`src/hw/eth_rx_switch_pkg.sv`:
```
// shared widths, protocol constants, header offsets, fifo sizing and fsm state types
package eth_rx_switch_pkg;

    // stream byte and header field widths
    typedef logic [7:0]  byte_t;
    typedef logic [15:0] ethertype_t;
    typedef logic [7:0]  ip_proto_t;
    typedef logic [15:0] udp_port_t;

    // frame counters wrap at 16 bits
    typedef logic [15:0] frame_count_t;

    // byte index inside one header section
    typedef logic [5:0]  hdr_ptr_t;

    // only ipv4 carrying udp is ever a cs candidate
    localparam ethertype_t ETHERTYPE_IPV4 = 16'h0800;
    localparam ip_proto_t  IP_PROTO_UDP   = 8'h11;

    // configured udp destination ports
    localparam int NUM_MATCH_PORTS = 8;

    // header section lengths in bytes (no ip options)
    localparam hdr_ptr_t ETH_HDR_LEN = 6'd14;
    localparam hdr_ptr_t IP_HDR_LEN  = 6'd20;
    localparam hdr_ptr_t UDP_HDR_LEN = 6'd8;

    // field offsets from the start of their own section
    localparam hdr_ptr_t ETH_TYPE_OFS = 6'd12;
    localparam hdr_ptr_t IP_PROTO_OFS = 6'd9;
    localparam hdr_ptr_t UDP_DST_OFS  = 6'd2;

    // must hold the full 42 byte header while a route is pending
    localparam int FIFO_DEPTH  = 128;
    localparam int FIFO_ADDR_W = $clog2(FIFO_DEPTH);

    // header parser states
    typedef enum logic [2:0] {
        PARSE_IDLE,
        PARSE_READ_ETH,
        PARSE_CHECK_ETH,
        PARSE_READ_IP,
        PARSE_READ_UDP,
        PARSE_WAIT_ROUTE,
        PARSE_READ_PAYLOAD
    } parse_state_t;

    // output router states
    typedef enum logic [1:0] {
        ROUTE_IDLE,
        ROUTE_SEND,
        ROUTE_UNLOCK
    } route_state_t;

endpackage

```
`src/hw/byte_fifo.sv`:
```
// byte_fifo: circular ingress buffer for data and last with a registered output stage
`timescale 1ns/100ps

module byte_fifo import eth_rx_switch_pkg::*; (
    input  logic  clk,
    input  logic  rst,
    input  byte_t in_data,
    input  logic  in_last,
    input  logic  in_valid,
    output logic  in_ready,
    output byte_t out_data,
    output logic  out_last,
    output logic  out_valid,
    input  logic  out_ready
);

    // storage holds data with last packed in the top bit
    logic [8:0]             mem [FIFO_DEPTH];
    // pointers carry one extra wrap bit
    logic [FIFO_ADDR_W:0]   wr_ptr;
    logic [FIFO_ADDR_W:0]   rd_ptr;
    logic                   mem_empty;
    logic                   mem_full;
    logic                   wr_en;
    logic                   load_out;

    // full when the low bits meet and the wrap bits differ
    assign mem_full  = (wr_ptr[FIFO_ADDR_W] != rd_ptr[FIFO_ADDR_W]) &&
                       (wr_ptr[FIFO_ADDR_W-1:0] == rd_ptr[FIFO_ADDR_W-1:0]);
    assign mem_empty = (wr_ptr == rd_ptr);

    assign in_ready = !mem_full;
    assign wr_en    = in_valid && in_ready;

    // refill output register when it is free or being drained this cycle
    assign load_out = !mem_empty && (!out_valid || out_ready);

    // write side
    always_ff @(posedge clk) begin
        if (wr_en) begin
            mem[wr_ptr[FIFO_ADDR_W-1:0]] <= {in_last, in_data};
        end
    end

    // pointer and output valid control
    always_ff @(posedge clk) begin
        if (rst) begin
            wr_ptr    <= '0;
            rd_ptr    <= '0;
            out_valid <= 1'b0;
        end else begin
            if (wr_en) begin
                wr_ptr <= wr_ptr + 1'b1;
            end
            if (load_out) begin
                rd_ptr    <= rd_ptr + 1'b1;
                out_valid <= 1'b1;
            end else if (out_ready) begin
                // drained with nothing behind it
                out_valid <= 1'b0;
            end
        end
    end

    // output payload register
    // only changes on a load so it holds while the sink stalls
    always_ff @(posedge clk) begin
        if (load_out) begin
            {out_last, out_data} <= mem[rd_ptr[FIFO_ADDR_W-1:0]];
        end
    end

endmodule

```
`src/hw/frame_header_parser.sv`:
```
// frame_header_parser: header-reading fsm, udp port match and route decision lock
`timescale 1ns/100ps

module frame_header_parser import eth_rx_switch_pkg::*; (
    input  logic      clk,
    input  logic      rst,
    input  logic      s_valid,
    input  byte_t     s_data,
    input  logic      s_last,
    output logic      s_ready,
    input  logic      fifo_ready,
    output logic      fifo_valid,
    output byte_t     fifo_data,
    output logic      fifo_last,
    input  udp_port_t match_port_0,
    input  udp_port_t match_port_1,
    input  udp_port_t match_port_2,
    input  udp_port_t match_port_3,
    input  udp_port_t match_port_4,
    input  udp_port_t match_port_5,
    input  udp_port_t match_port_6,
    input  udp_port_t match_port_7,
    input  logic      route_release,
    output logic      route_lock,
    output logic      route_cs
);

    parse_state_t state;
    hdr_ptr_t     hdr_ptr;
    // captured header fields used by the decision
    ethertype_t   eth_type;
    ip_proto_t    ip_proto;
    udp_port_t    udp_dst_port;
    // whole udp header seen for this frame
    logic         udp_hdr_done;
    // last byte already taken in before the decision
    logic         frame_ended;
    logic         accepting;
    logic         in_xfer;
    logic         port_hit;
    logic         route_to_cs;
    udp_port_t    match_ports [NUM_MATCH_PORTS];

    assign match_ports[0] = match_port_0;
    assign match_ports[1] = match_port_1;
    assign match_ports[2] = match_port_2;
    assign match_ports[3] = match_port_3;
    assign match_ports[4] = match_port_4;
    assign match_ports[5] = match_port_5;
    assign match_ports[6] = match_port_6;
    assign match_ports[7] = match_port_7;

    // input is open only in the reading states
    assign accepting = (state == PARSE_READ_ETH) || (state == PARSE_READ_IP) ||
                       (state == PARSE_READ_UDP) || (state == PARSE_READ_PAYLOAD);

    // bytes go straight into the fifo, nothing is stripped
    assign s_ready    = accepting && fifo_ready;
    assign fifo_valid = accepting && s_valid;
    assign fifo_data  = s_data;
    assign fifo_last  = s_last;
    assign in_xfer    = s_valid && s_ready;

    // any of the configured ports
    always_comb begin
        port_hit = 1'b0;
        for (int i = 0; i < NUM_MATCH_PORTS; i++) begin
            if (udp_dst_port == match_ports[i]) begin
                port_hit = 1'b1;
            end
        end
    end

    // truncated headers never qualify
    assign route_to_cs = udp_hdr_done && (eth_type == ETHERTYPE_IPV4) &&
                         (ip_proto == IP_PROTO_UDP) && port_hit;

    // header field capture
    always_ff @(posedge clk) begin
        if (in_xfer) begin
            case (state)
                PARSE_READ_ETH: begin
                    if (hdr_ptr == ETH_TYPE_OFS) begin
                        eth_type[15:8] <= s_data;
                    end else if (hdr_ptr == ETH_TYPE_OFS + 6'd1) begin
                        eth_type[7:0] <= s_data;
                    end
                end
                PARSE_READ_IP: begin
                    if (hdr_ptr == IP_PROTO_OFS) begin
                        ip_proto <= s_data;
                    end
                end
                PARSE_READ_UDP: begin
                    if (hdr_ptr == UDP_DST_OFS) begin
                        udp_dst_port[15:8] <= s_data;
                    end else if (hdr_ptr == UDP_DST_OFS + 6'd1) begin
                        udp_dst_port[7:0] <= s_data;
                    end
                end
                default: begin
                end
            endcase
        end
    end

    always_ff @(posedge clk) begin
        if (rst) begin
            state        <= PARSE_IDLE;
            hdr_ptr      <= '0;
            udp_hdr_done <= 1'b0;
            frame_ended  <= 1'b0;
            route_lock   <= 1'b0;
            route_cs     <= 1'b0;
        end else begin
            // router is done with the locked frame
            if (route_release) begin
                route_lock <= 1'b0;
            end
            case (state)
                PARSE_IDLE: begin
                    hdr_ptr      <= '0;
                    udp_hdr_done <= 1'b0;
                    frame_ended  <= 1'b0;
                    state        <= PARSE_READ_ETH;
                end
                PARSE_READ_ETH: begin
                    if (in_xfer) begin
                        hdr_ptr <= hdr_ptr + 6'd1;
                        if (s_last) begin
                            frame_ended <= 1'b1;
                            state       <= PARSE_WAIT_ROUTE;
                        end else if (hdr_ptr == ETH_HDR_LEN - 6'd1) begin
                            hdr_ptr <= '0;
                            state   <= PARSE_CHECK_ETH;
                        end
                    end
                end
                PARSE_CHECK_ETH: begin
                    // non ipv4 is decided here after 14 bytes
                    if (eth_type == ETHERTYPE_IPV4) begin
                        state <= PARSE_READ_IP;
                    end else begin
                        state <= PARSE_WAIT_ROUTE;
                    end
                end
                PARSE_READ_IP: begin
                    if (in_xfer) begin
                        hdr_ptr <= hdr_ptr + 6'd1;
                        if (s_last) begin
                            frame_ended <= 1'b1;
                            state       <= PARSE_WAIT_ROUTE;
                        end else if (hdr_ptr == IP_HDR_LEN - 6'd1) begin
                            hdr_ptr <= '0;
                            // protocol byte was taken at offset 9
                            if (ip_proto == IP_PROTO_UDP) begin
                                state <= PARSE_READ_UDP;
                            end else begin
                                state <= PARSE_WAIT_ROUTE;
                            end
                        end
                    end
                end
                PARSE_READ_UDP: begin
                    if (in_xfer) begin
                        hdr_ptr <= hdr_ptr + 6'd1;
                        // a frame may end exactly on the last udp byte
                        if (hdr_ptr == UDP_HDR_LEN - 6'd1) begin
                            udp_hdr_done <= 1'b1;
                            state        <= PARSE_WAIT_ROUTE;
                        end
                        if (s_last) begin
                            frame_ended <= 1'b1;
                            state       <= PARSE_WAIT_ROUTE;
                        end
                    end
                end
                PARSE_WAIT_ROUTE: begin
                    // hold input until the previous frame is released
                    if (!route_lock) begin
                        route_lock <= 1'b1;
                        route_cs   <= route_to_cs;
                        state      <= frame_ended ? PARSE_IDLE : PARSE_READ_PAYLOAD;
                    end
                end
                PARSE_READ_PAYLOAD: begin
                    if (in_xfer && s_last) begin
                        state <= PARSE_IDLE;
                    end
                end
                default: begin
                    state <= PARSE_IDLE;
                end
            endcase
        end
    end

endmodule

```
`src/hw/frame_output_router.sv`:
```
// frame_output_router: output fsm steering the fifo stream to cs or ps, frame counters
`timescale 1ns/100ps

module frame_output_router import eth_rx_switch_pkg::*; (
    input  logic         clk,
    input  logic         rst,
    input  byte_t        fifo_data,
    input  logic         fifo_last,
    input  logic         fifo_valid,
    output logic         fifo_ready,
    input  logic         route_lock,
    input  logic         route_cs,
    output logic         route_release,
    output byte_t        cs_data,
    output logic         cs_last,
    output logic         cs_valid,
    input  logic         cs_ready,
    output byte_t        ps_data,
    output logic         ps_last,
    output logic         ps_valid,
    input  logic         ps_ready,
    output frame_count_t cs_frame_count,
    output frame_count_t ps_frame_count
);

    route_state_t state;
    logic         sending;
    logic         fifo_xfer;

    // fifo is read only while a locked frame is being sent
    assign sending = (state == ROUTE_SEND);

    // route_cs stays fixed for the whole locked frame
    assign cs_valid = sending && route_cs && fifo_valid;
    assign ps_valid = sending && !route_cs && fifo_valid;

    // both outputs see the same data bus
    assign cs_data = fifo_data;
    assign cs_last = fifo_last;
    assign ps_data = fifo_data;
    assign ps_last = fifo_last;

    // ready comes back only from the selected sink
    assign fifo_ready = sending && (route_cs ? cs_ready : ps_ready);
    assign fifo_xfer  = fifo_valid && fifo_ready;

    always_ff @(posedge clk) begin
        if (rst) begin
            state          <= ROUTE_IDLE;
            route_release  <= 1'b0;
            cs_frame_count <= '0;
            ps_frame_count <= '0;
        end else begin
            case (state)
                ROUTE_IDLE: begin
                    route_release <= 1'b0;
                    // wait for the parser's decision
                    if (route_lock) begin
                        state <= ROUTE_SEND;
                    end
                end
                ROUTE_SEND: begin
                    // end of frame on the chosen output
                    if (fifo_xfer && fifo_last) begin
                        route_release <= 1'b1;
                        state         <= ROUTE_UNLOCK;
                        if (route_cs) begin
                            cs_frame_count <= cs_frame_count + 1'b1;
                        end else begin
                            ps_frame_count <= ps_frame_count + 1'b1;
                        end
                    end
                end
                ROUTE_UNLOCK: begin
                    // single cycle release pulse
                    route_release <= 1'b0;
                    // old lock must drop before the next one is taken
                    if (!route_lock) begin
                        state <= ROUTE_IDLE;
                    end
                end
                default: begin
                    route_release <= 1'b0;
                    state         <= ROUTE_IDLE;
                end
            endcase
        end
    end

endmodule

```
`src/hw/eth_rx_switch.sv`:
```
// eth_rx_switch: top level wiring header parser, ingress fifo and output router
`timescale 1ns/100ps

module eth_rx_switch import eth_rx_switch_pkg::*; (
    input  logic         clk,
    input  logic         rst,
    input  byte_t        s_data,
    input  logic         s_valid,
    input  logic         s_last,
    output logic         s_ready,
    input  udp_port_t    match_port_0,
    input  udp_port_t    match_port_1,
    input  udp_port_t    match_port_2,
    input  udp_port_t    match_port_3,
    input  udp_port_t    match_port_4,
    input  udp_port_t    match_port_5,
    input  udp_port_t    match_port_6,
    input  udp_port_t    match_port_7,
    output byte_t        cs_data,
    output logic         cs_valid,
    output logic         cs_last,
    input  logic         cs_ready,
    output byte_t        ps_data,
    output logic         ps_valid,
    output logic         ps_last,
    input  logic         ps_ready,
    output frame_count_t cs_frame_count,
    output frame_count_t ps_frame_count
);

    // parser to fifo
    byte_t in_data;
    logic  in_last;
    logic  in_valid;
    logic  in_ready;

    // fifo to router
    byte_t out_data;
    logic  out_last;
    logic  out_valid;
    logic  out_ready;

    // route decision handoff
    logic  route_lock;
    logic  route_cs;
    logic  route_release;

    frame_header_parser u_parser (
        .clk           (clk),
        .rst           (rst),
        .s_valid       (s_valid),
        .s_data        (s_data),
        .s_last        (s_last),
        .s_ready       (s_ready),
        .fifo_ready    (in_ready),
        .fifo_valid    (in_valid),
        .fifo_data     (in_data),
        .fifo_last     (in_last),
        .match_port_0  (match_port_0),
        .match_port_1  (match_port_1),
        .match_port_2  (match_port_2),
        .match_port_3  (match_port_3),
        .match_port_4  (match_port_4),
        .match_port_5  (match_port_5),
        .match_port_6  (match_port_6),
        .match_port_7  (match_port_7),
        .route_release (route_release),
        .route_lock    (route_lock),
        .route_cs      (route_cs)
    );

    byte_fifo u_fifo (
        .clk       (clk),
        .rst       (rst),
        .in_data   (in_data),
        .in_last   (in_last),
        .in_valid  (in_valid),
        .in_ready  (in_ready),
        .out_data  (out_data),
        .out_last  (out_last),
        .out_valid (out_valid),
        .out_ready (out_ready)
    );

    frame_output_router u_router (
        .clk            (clk),
        .rst            (rst),
        .fifo_data      (out_data),
        .fifo_last      (out_last),
        .fifo_valid     (out_valid),
        .fifo_ready     (out_ready),
        .route_lock     (route_lock),
        .route_cs       (route_cs),
        .route_release  (route_release),
        .cs_data        (cs_data),
        .cs_last        (cs_last),
        .cs_valid       (cs_valid),
        .cs_ready       (cs_ready),
        .ps_data        (ps_data),
        .ps_last        (ps_last),
        .ps_valid       (ps_valid),
        .ps_ready       (ps_ready),
        .cs_frame_count (cs_frame_count),
        .ps_frame_count (ps_frame_count)
    );

endmodule

```
`config.mk`:
```
export PLATFORM = sky130hd
export DESIGN_NAME = eth_rx_switch
export DESIGN_NICKNAME = d
export VERILOG_FILES = /design/src/hw/eth_rx_switch_pkg.sv /design/src/hw/byte_fifo.sv /design/src/hw/frame_header_parser.sv /design/src/hw/frame_output_router.sv /design/src/hw/eth_rx_switch.sv
export SDC_FILE = /design/constraint.sdc
export NUM_CORES = 2
export LEC_CHECK = 0
export BUFFER_PORTS_ARGS = -buffer_cell sky130_fd_sc_hd__buf_2
export CORE_AREA = 2 2 309 311
export CTS_CLUSTER_SIZE = 16
export DETAILED_ROUTE_END_ITERATION = 7
export DIE_AREA = 0 0 311 313
export PLACE_DENSITY_LB_ADDON = 0.3
export SETUP_SLACK_MARGIN = 0.4
export SYNTH_ARGS = -nofsm -noshare
export SYNTH_HDL_FRONTEND = slang
export SYNTH_SLANG_ARGS = --single-unit
```
`constraint.sdc`:
```
create_clock -name clk -period 8.8 [get_ports clk]
set_input_delay 1.32 -clock clk [delete_from_list [all_inputs] [get_ports clk]]
set_output_delay 1.32 -clock clk [all_outputs]
set_load 0.05 [all_outputs]
```
# After elaboration in Yosys (flattened, before gate mapping)
# Memory sizes are Yosys's and may differ from the RTL's. A register that Yosys moved wholly into a read port is not among the register bits.
# Cells that the tools add are included.
dict set report word_totals {
  register_bits 105
  ram_bits 1152
  out_inout_bits 53
  word_cells 166
  memories 1
}
# memory depth word_bits read_ports rd_clocked_by_memory_dff wr line
set mem_list {}
lappend mem_list {u_fifo.mem 128 9 1 1 1 byte_fifo.sv:18} ;# logic [8:0] mem [FIFO_DEPTH];
dict set report op_classes {
  addsub 5
  n_eq_ne 42
  n_mux 49
  bitwise_logic 5
  reduce_logical 46
}
# operator count
set ops {}
lappend ops {{== test 16 bit} 8}
lappend ops {{2-to-1 mux 6 bit} 7}
lappend ops {{2-to-1 mux 3 bit} 13}
lappend ops {{adder 16 x 1 -> 16 bit, second input constant} 2}
lappend ops {{one-hot mux 6 bit (4 select lines)} 1}
lappend ops {{AND reduction 3 bit} 8}
lappend ops {{2-to-1 mux 1 bit} 21}
lappend ops {{one-hot mux 3 bit (7 select lines)} 1}
lappend ops {{== test 6 x 4 -> 1 bit, second input constant} 3}
lappend ops {{logical AND 1 bit} 17}
lappend ops {{adder 8 x 1 -> 8 bit, second input constant} 2}
lappend ops {{== test 16 x 12 -> 1 bit, second input constant} 1}
lappend ops {{== test 6 x 2 -> 1 bit, second input constant} 2}
lappend ops {{!= test 2 bit, second input constant} 6}
lappend ops {{AND reduction 4 bit} 3}
lappend ops {{!= test 2 x 1 -> 1 bit, second input constant} 5}
lappend ops {{== test 3 bit, second input constant} 3}
lappend ops {{!= test 3 bit, second input constant} 3}
lappend ops {{== test 8 x 5 -> 1 bit, second input constant} 1}
lappend ops {{== test 8 bit} 1}
lappend ops {{AND reduction 8 bit} 1}
lappend ops {{== test 7 bit} 1}
lappend ops {{adder 6 x 1 -> 6 bit, second input constant} 1}
lappend ops {{== test 3 x 2 -> 1 bit, second input constant} 2}
lappend ops {{19 further kinds} 34}

# Longest topological paths before layout
dict set report logic_depth {
  ltp_word 10
  depth_mapped 12
  depth_no_buf 7
}

# Cells and area by module
# From an unflattened synthesis, not the netlist that was laid out.
dict set report hier_totals {
  hier_cells 2807
  hier_area_um2 51479.4
}
# module instances cells_each area_per_inst_um2
set modules_own_cells {}
lappend modules_own_cells {byte_fifo 1 2220 45912.8}
lappend modules_own_cells {frame_header_parser 1 376 3808.7}
lappend modules_own_cells {frame_output_router 1 211 1757.9}

# Least setup slack after synthesis
# No wires, ideal clock.
dict set report synth_timing {
  path_kind {input to register}
  start {input s_valid}
  end {register u_parser.udp_dst_port[0], enable pin}
  setup_ps 398
  arrival_time_ps 3177
  required_time_ps 8402
  slack_ps 5225
  path_stages 5
  n_path_buf 0
  cell_sequence {o21ai_0 > a41o_1 > nor3_1 > nand2_1 > nor4b_1}
}
dict set report synth_via {
  elab_chain_cells 2
}
# item line
set synth_rtl {}
lappend synth_rtl {{start: declaration} eth_rx_switch.sv:8} ;# input logic s_valid,
lappend synth_rtl {{logical AND 1 bit} frame_header_parser.sv:62} ;# assign in_xfer = s_valid && s_ready;
lappend synth_rtl {{AND reduction 4 bit (no line)} -}
lappend synth_rtl {{end signal: assignment} frame_header_parser.sv:98} ;# udp_dst_port[7:0] <= s_data;
lappend synth_rtl {{end: declaration} frame_header_parser.sv:33} ;# udp_port_t udp_dst_port;
# No other way between the ends.
# A chain may end at the register's enable or synchronous reset.

# Worst setup path in the final report
dict set report layout_timing {
  start {register u_parser.state[0]}
  end {memory u_fifo.mem[108][4], enable pin}
}
dict set report layout_via {
  elab_chain_cells 8
  elab_cells_between_ends 11
  cone_classes {eq/ne (4); mux (2); reduce/logical (5)}
}
# item line
set layout_rtl {}
lappend layout_rtl {{start: declaration} frame_header_parser.sv:28} ;# parse_state_t state;
lappend layout_rtl {{start signal: assignment} frame_header_parser.sv:183} ;# state <= frame_ended ? PARSE_IDLE : PARSE_READ_PAYLOAD;
lappend layout_rtl {{== test 3 x 1 -> 1 bit / == test 3 x 2 -> 1 bit (equally long branches)} frame_header_parser.sv:54} ;# assign accepting = (state == PARSE_READ_ETH) || (state == PARSE_READ_IP) ||
lappend layout_rtl {{logical OR 1 bit (2 in series)} frame_header_parser.sv:54}
lappend layout_rtl {{logical OR 1 bit (*)} frame_header_parser.sv:55} ;# (state == PARSE_READ_UDP) || (state == PARSE_READ_PAYLOAD);
lappend layout_rtl {{logical AND 1 bit (*)} frame_header_parser.sv:59} ;# assign fifo_valid = accepting && s_valid;
lappend layout_rtl {{logical AND 1 bit (*)} byte_fifo.sv:33} ;# assign wr_en = in_valid && in_ready;
lappend layout_rtl {{2-to-1 mux 1 bit (*)} byte_fifo.sv:40} ;# if (wr_en) begin
lappend layout_rtl {{2-to-1 mux 1 bit (not written as such) (*)} byte_fifo.sv:41} ;# mem[wr_ptr[FIFO_ADDR_W-1:0]] <= {in_last, in_data};
lappend layout_rtl {{end: declaration} byte_fifo.sv:18}
# Every way passes the cells marked *; elsewhere a longest branch is shown, timed or not.

==> flow_metrics.env <==
export IMPL_outcome="finished clean"
export IMPL_p_total_mw=14.3
export IMPL_routed_top_layer="met5"
export IMPL_wl_mm=129
export IMPL_ys_flop_type="edfxtp_1"
export IMPL_setup_violations=0
export IMPL_power_density_mw_per_mm2=249
export IMPL_hold_violations=0
export IMPL_r2r_end="u_fifo.mem[108][4]"
export IMPL_portBuffers=194
export IMPL_met2WireLength_mm=61.8
export IMPL_die_w_um=311
export IMPL_synth_top_area_share=0.703
export IMPL_setup_ws_ns=4.20
export IMPL_ys_async_sr_fraction=0
export IMPL_worst_path_buf_inv=0
export IMPL_synth_area_leaders="edfxtp_1 70%, mux4_2 13%, xor2_1 2.8%"
export IMPL_critical_path_class="reg -> reg"
export IMPL_met1Wirelength_mm=49.3
export IMPL_cp_start_kind="register"
export IMPL_maxSlewViolCount=0
export IMPL_switching_share=0.258
export IMPL_setup_tns_ns=0
export IMPL_utilization=0.611
export IMPL_layout_nets=3037
export IMPL_p_seq_frac=0.478
export IMPL_drtIter0Drc=3536
export IMPL_cts_made_buffers=131
export IMPL_avgRoutedWirePerCell_um=30.3
export IMPL_crit_slowest_cell="nand3_1"
export IMPL_drc_errors=0
export IMPL_grt_max_degree=126
export IMPL_clkSinkCount=1266
export IMPL_worst_pin_slew_ns=1.33
export IMPL_cap_violations=0
export IMPL_fmaxAchievable_mhz=217
export IMPL_reg2reg_depth=5
export IMPL_min_to="u_router.cs_frame_count[6]"
export IMPL_p_switching_mw=3.69
export IMPL_wl_met3_mm=13.1
export IMPL_whs_path_depth=2
export IMPL_cts_resized=0
export IMPL_clkPwrFrac=0.379
export IMPL_place_ws_ns=3.91
export IMPL_fin_worst_skew_ns=0.0314
export IMPL_period_share=0.523
export IMPL_synth_edf_count=1201
export IMPL_num_rows=113
export IMPL_hold_buffers=0
export IMPL_synth_cell_types=72
export IMPL_antenna_found_initial=5
export IMPL_syn_nets=2839
export IMPL_final_common_cell="edfxtp_1"
export IMPL_insertion_delay_ns=0.76
export IMPL_die_area_sq_mm=0.0973
export IMPL_overflow=0
export IMPL_via_count=27400
export IMPL_final_cell_mix="1201 x edfxtp_1, 287 x mux4_2, 206 x nor2_1, 185 x buf_2, 163 x xor2_1"
export IMPL_fillers=6631
export IMPL_clockBufferDepth=3
export IMPL_yosys_area_top_type="edfxtp_1"
export IMPL_clkSlewWorstSetupHoldPaths_ns=0.06
export IMPL_place_congestion=0.907
export IMPL_grt_use_total=0.267
export IMPL_area_growth_pct=12.1
export IMPL_worstHoldStart="u_router.cs_frame_count[6]"
export IMPL_netlist_area_sq_mm=0.0513
export IMPL_period_minus_slack_ns=4.60
export IMPL_drive_gt1_frac=0.246
export IMPL_dr_pass1_iters=6
export IMPL_post_cts_buffers=0
export IMPL_r2r_start="u_parser.state[0]"
export IMPL_hp_class="reg -> reg"
export IMPL_grt_pass1_wl_mm=187
export IMPL_yosys_warnings=0
export IMPL_start_util=0.545
export IMPL_relSlewSlack=0.108
export IMPL_r2r_slack_ns=4.20
export IMPL_multiInputGateArea_sq_mm=0.0130
export IMPL_syn_avg_cell_area_sq_um=19.1
export IMPL_coreArea_sq_mm=0.0942
export IMPL_regArea_sq_mm=0.0374
export IMPL_comb_power_share=0.143
export IMPL_cp_end_kind="register"
export IMPL_syn_inst=2689
export IMPL_slowest_delay_ns=1.22
export IMPL_io_pins=195
export IMPL_seq_area_frac_synth=0.729
export IMPL_first_global_vias=27400
export IMPL_synth_seq_cells=1266
export IMPL_htree_levels=4
export IMPL_path_delay_family="simple AND/OR/NAND/NOR gates"
export IMPL_cp_data_arrival_time_ns=4.96
export IMPL_die_y_um=313
export IMPL_root_buffer="clkbuf_16"
export IMPL_hold_slack_ns=0.507
export IMPL_cp_max_fo=15
export IMPL_rsz0062_at_grt="no"
export IMPL_hpwl_mm=79.8
export IMPL_leakagePower_nw=17.9
export IMPL_cts_tree="built"
export IMPL_viasPerCell=6.44
export IMPL_internal_power_mw=10.6
export IMPL_antenna_left=0
export IMPL_ir_drop_mv=0.340
export IMPL_crit_chain="nor2b_1 -> o21ai_0 -> a41oi_2 -> nand3_1 -> nor2_1"
export IMPL_required_ns=9.16
[synth_stat cells, types with 3 or more instances]
cell type,instances
nor4b_1,7
edfxtp_1,1201
buf_2,43
a22o_1,4
a41oi_1,3
nand2_1,59
or2_2,7
a211o_1,4
inv_1,9
buf_4,30
a2111oi_0,6
mux4_2,287
o22ai_1,8
nor2_1,206
a211oi_1,24
mux2i_1,62
a22oi_1,13
dfxtp_1,65
nand2b_1,8
a31oi_1,11
nand3_1,37
and2_1,9
a311oi_1,3
mux4_1,12
a221oi_1,7
nor3_1,29
and3_1,9
o221ai_1,3
mux2_2,11
nor4_1,39
xnor2_1,17
buf_6,13
xor2_1,163
or3_1,4
buf_1,7
o21ai_0,30
nand3b_1,4
o211ai_1,18
clkbuf_1,70
nor2b_1,35
a21oi_1,30
nor3b_1,5
ha_1,8
nand4_1,30
[metal layers]
metal | GRT usage | up-vias
met3 | 0.0682 | 293
li1 | - | 11300
met4 | 0.101 | 6
met2 | 0.420 | 1584
met5 | 0.000967 | -
met1 | 0.363 | 14200
[kinds of logic (layout without fill, tap and decap cells)]
family | after synthesis | after routing | synth area share
adder cells (fa/ha/maj) | 8 | 8 | 0.00195
multiplexers | 372 | 372 | 0.147
other | 0 | 3 | 0
buffers and inverters | 175 | 477 | 0.0186
XOR/XNOR | 180 | 180 | 0.0307
AO/OA/AOI/OAI | 188 | 188 | 0.0257
flip-flops | 1266 | 1266 | 0.729
AND/OR/NAND/NOR | 500 | 500 | 0.0476
[per-stage QoR]
step	std cells	area (sq um)
3_3_place_gp	4019	53300
6_report	4259	57500
4_1_cts	4256	57500
5_1_grt	4257	57500
2_1_floorplan	2689	51300
3_5_place_dp	4019	53300
[final cells by class]
type,instances,share of cell area
antenna,3,0.000131
clock buffer,167,0.0609
clock inverter,70,0.0126
inverter,10,0.000653
multi-input combinational,1248,0.226
sequential,1266,0.650
tap,1265,0.0275
timing repair buffer,230,0.0224
[registers in the layout (all words and copies together), names as in the netlist]
signal	count
u_fifo.mem	1152
u_parser.eth_type	16
u_parser.udp_dst_port	16
u_router.cs_frame_count	16
u_router.ps_frame_count	16
u_fifo.out_data	8
u_fifo.rd_ptr	8
u_fifo.wr_ptr	8
u_parser.ip_proto	8
u_parser.hdr_ptr	6
u_parser.state	3
u_router.state	2
u_fifo.out_last	1
u_fifo.out_valid	1
u_parser.frame_ended	1
u_parser.route_cs	1
u_parser.route_lock	1
u_parser.udp_hdr_done	1
u_router.route_release	1
[worst register-to-register path, cell delays in order (launching register included)]
cell,delay [ns]
dfxtp_1,0.60
nor2b_1,0.34
o21ai_0,0.22
a41oi_2,0.77
nand3_1,1.22
nor2_1,1.08
[worst max path at each step]
stage,start,end,slack (ns),cells past startpoint
CTS,u_fifo.rd_ptr[0],u_fifo.out_data[6],4.23,8
global placement,s_valid,u_fifo.mem[92][2],4.03,5
finish,u_parser.state[0],u_fifo.mem[108][4],4.20,5
detailed placement,s_valid,u_fifo.mem[12][3],3.91,5
floorplan,s_valid,u_parser.udp_dst_port[0],5.23,5
global route,u_fifo.rd_ptr[0],u_fifo.out_data[2],4.00,6
[power by group through the flow]
stage                     clock network [mW]  registers, mW  logic [mW]
after detailed placement                   0           6.94        2.04
final                                   5.42           6.82        2.05
after global placement                     0           6.94        2.01
after floorplan                            0           6.89        1.46
after CTS                               5.48           6.82        2.05
after global routing                    5.72           6.83        2.14
Note: power is estimated with default switching activity, not from simulation.
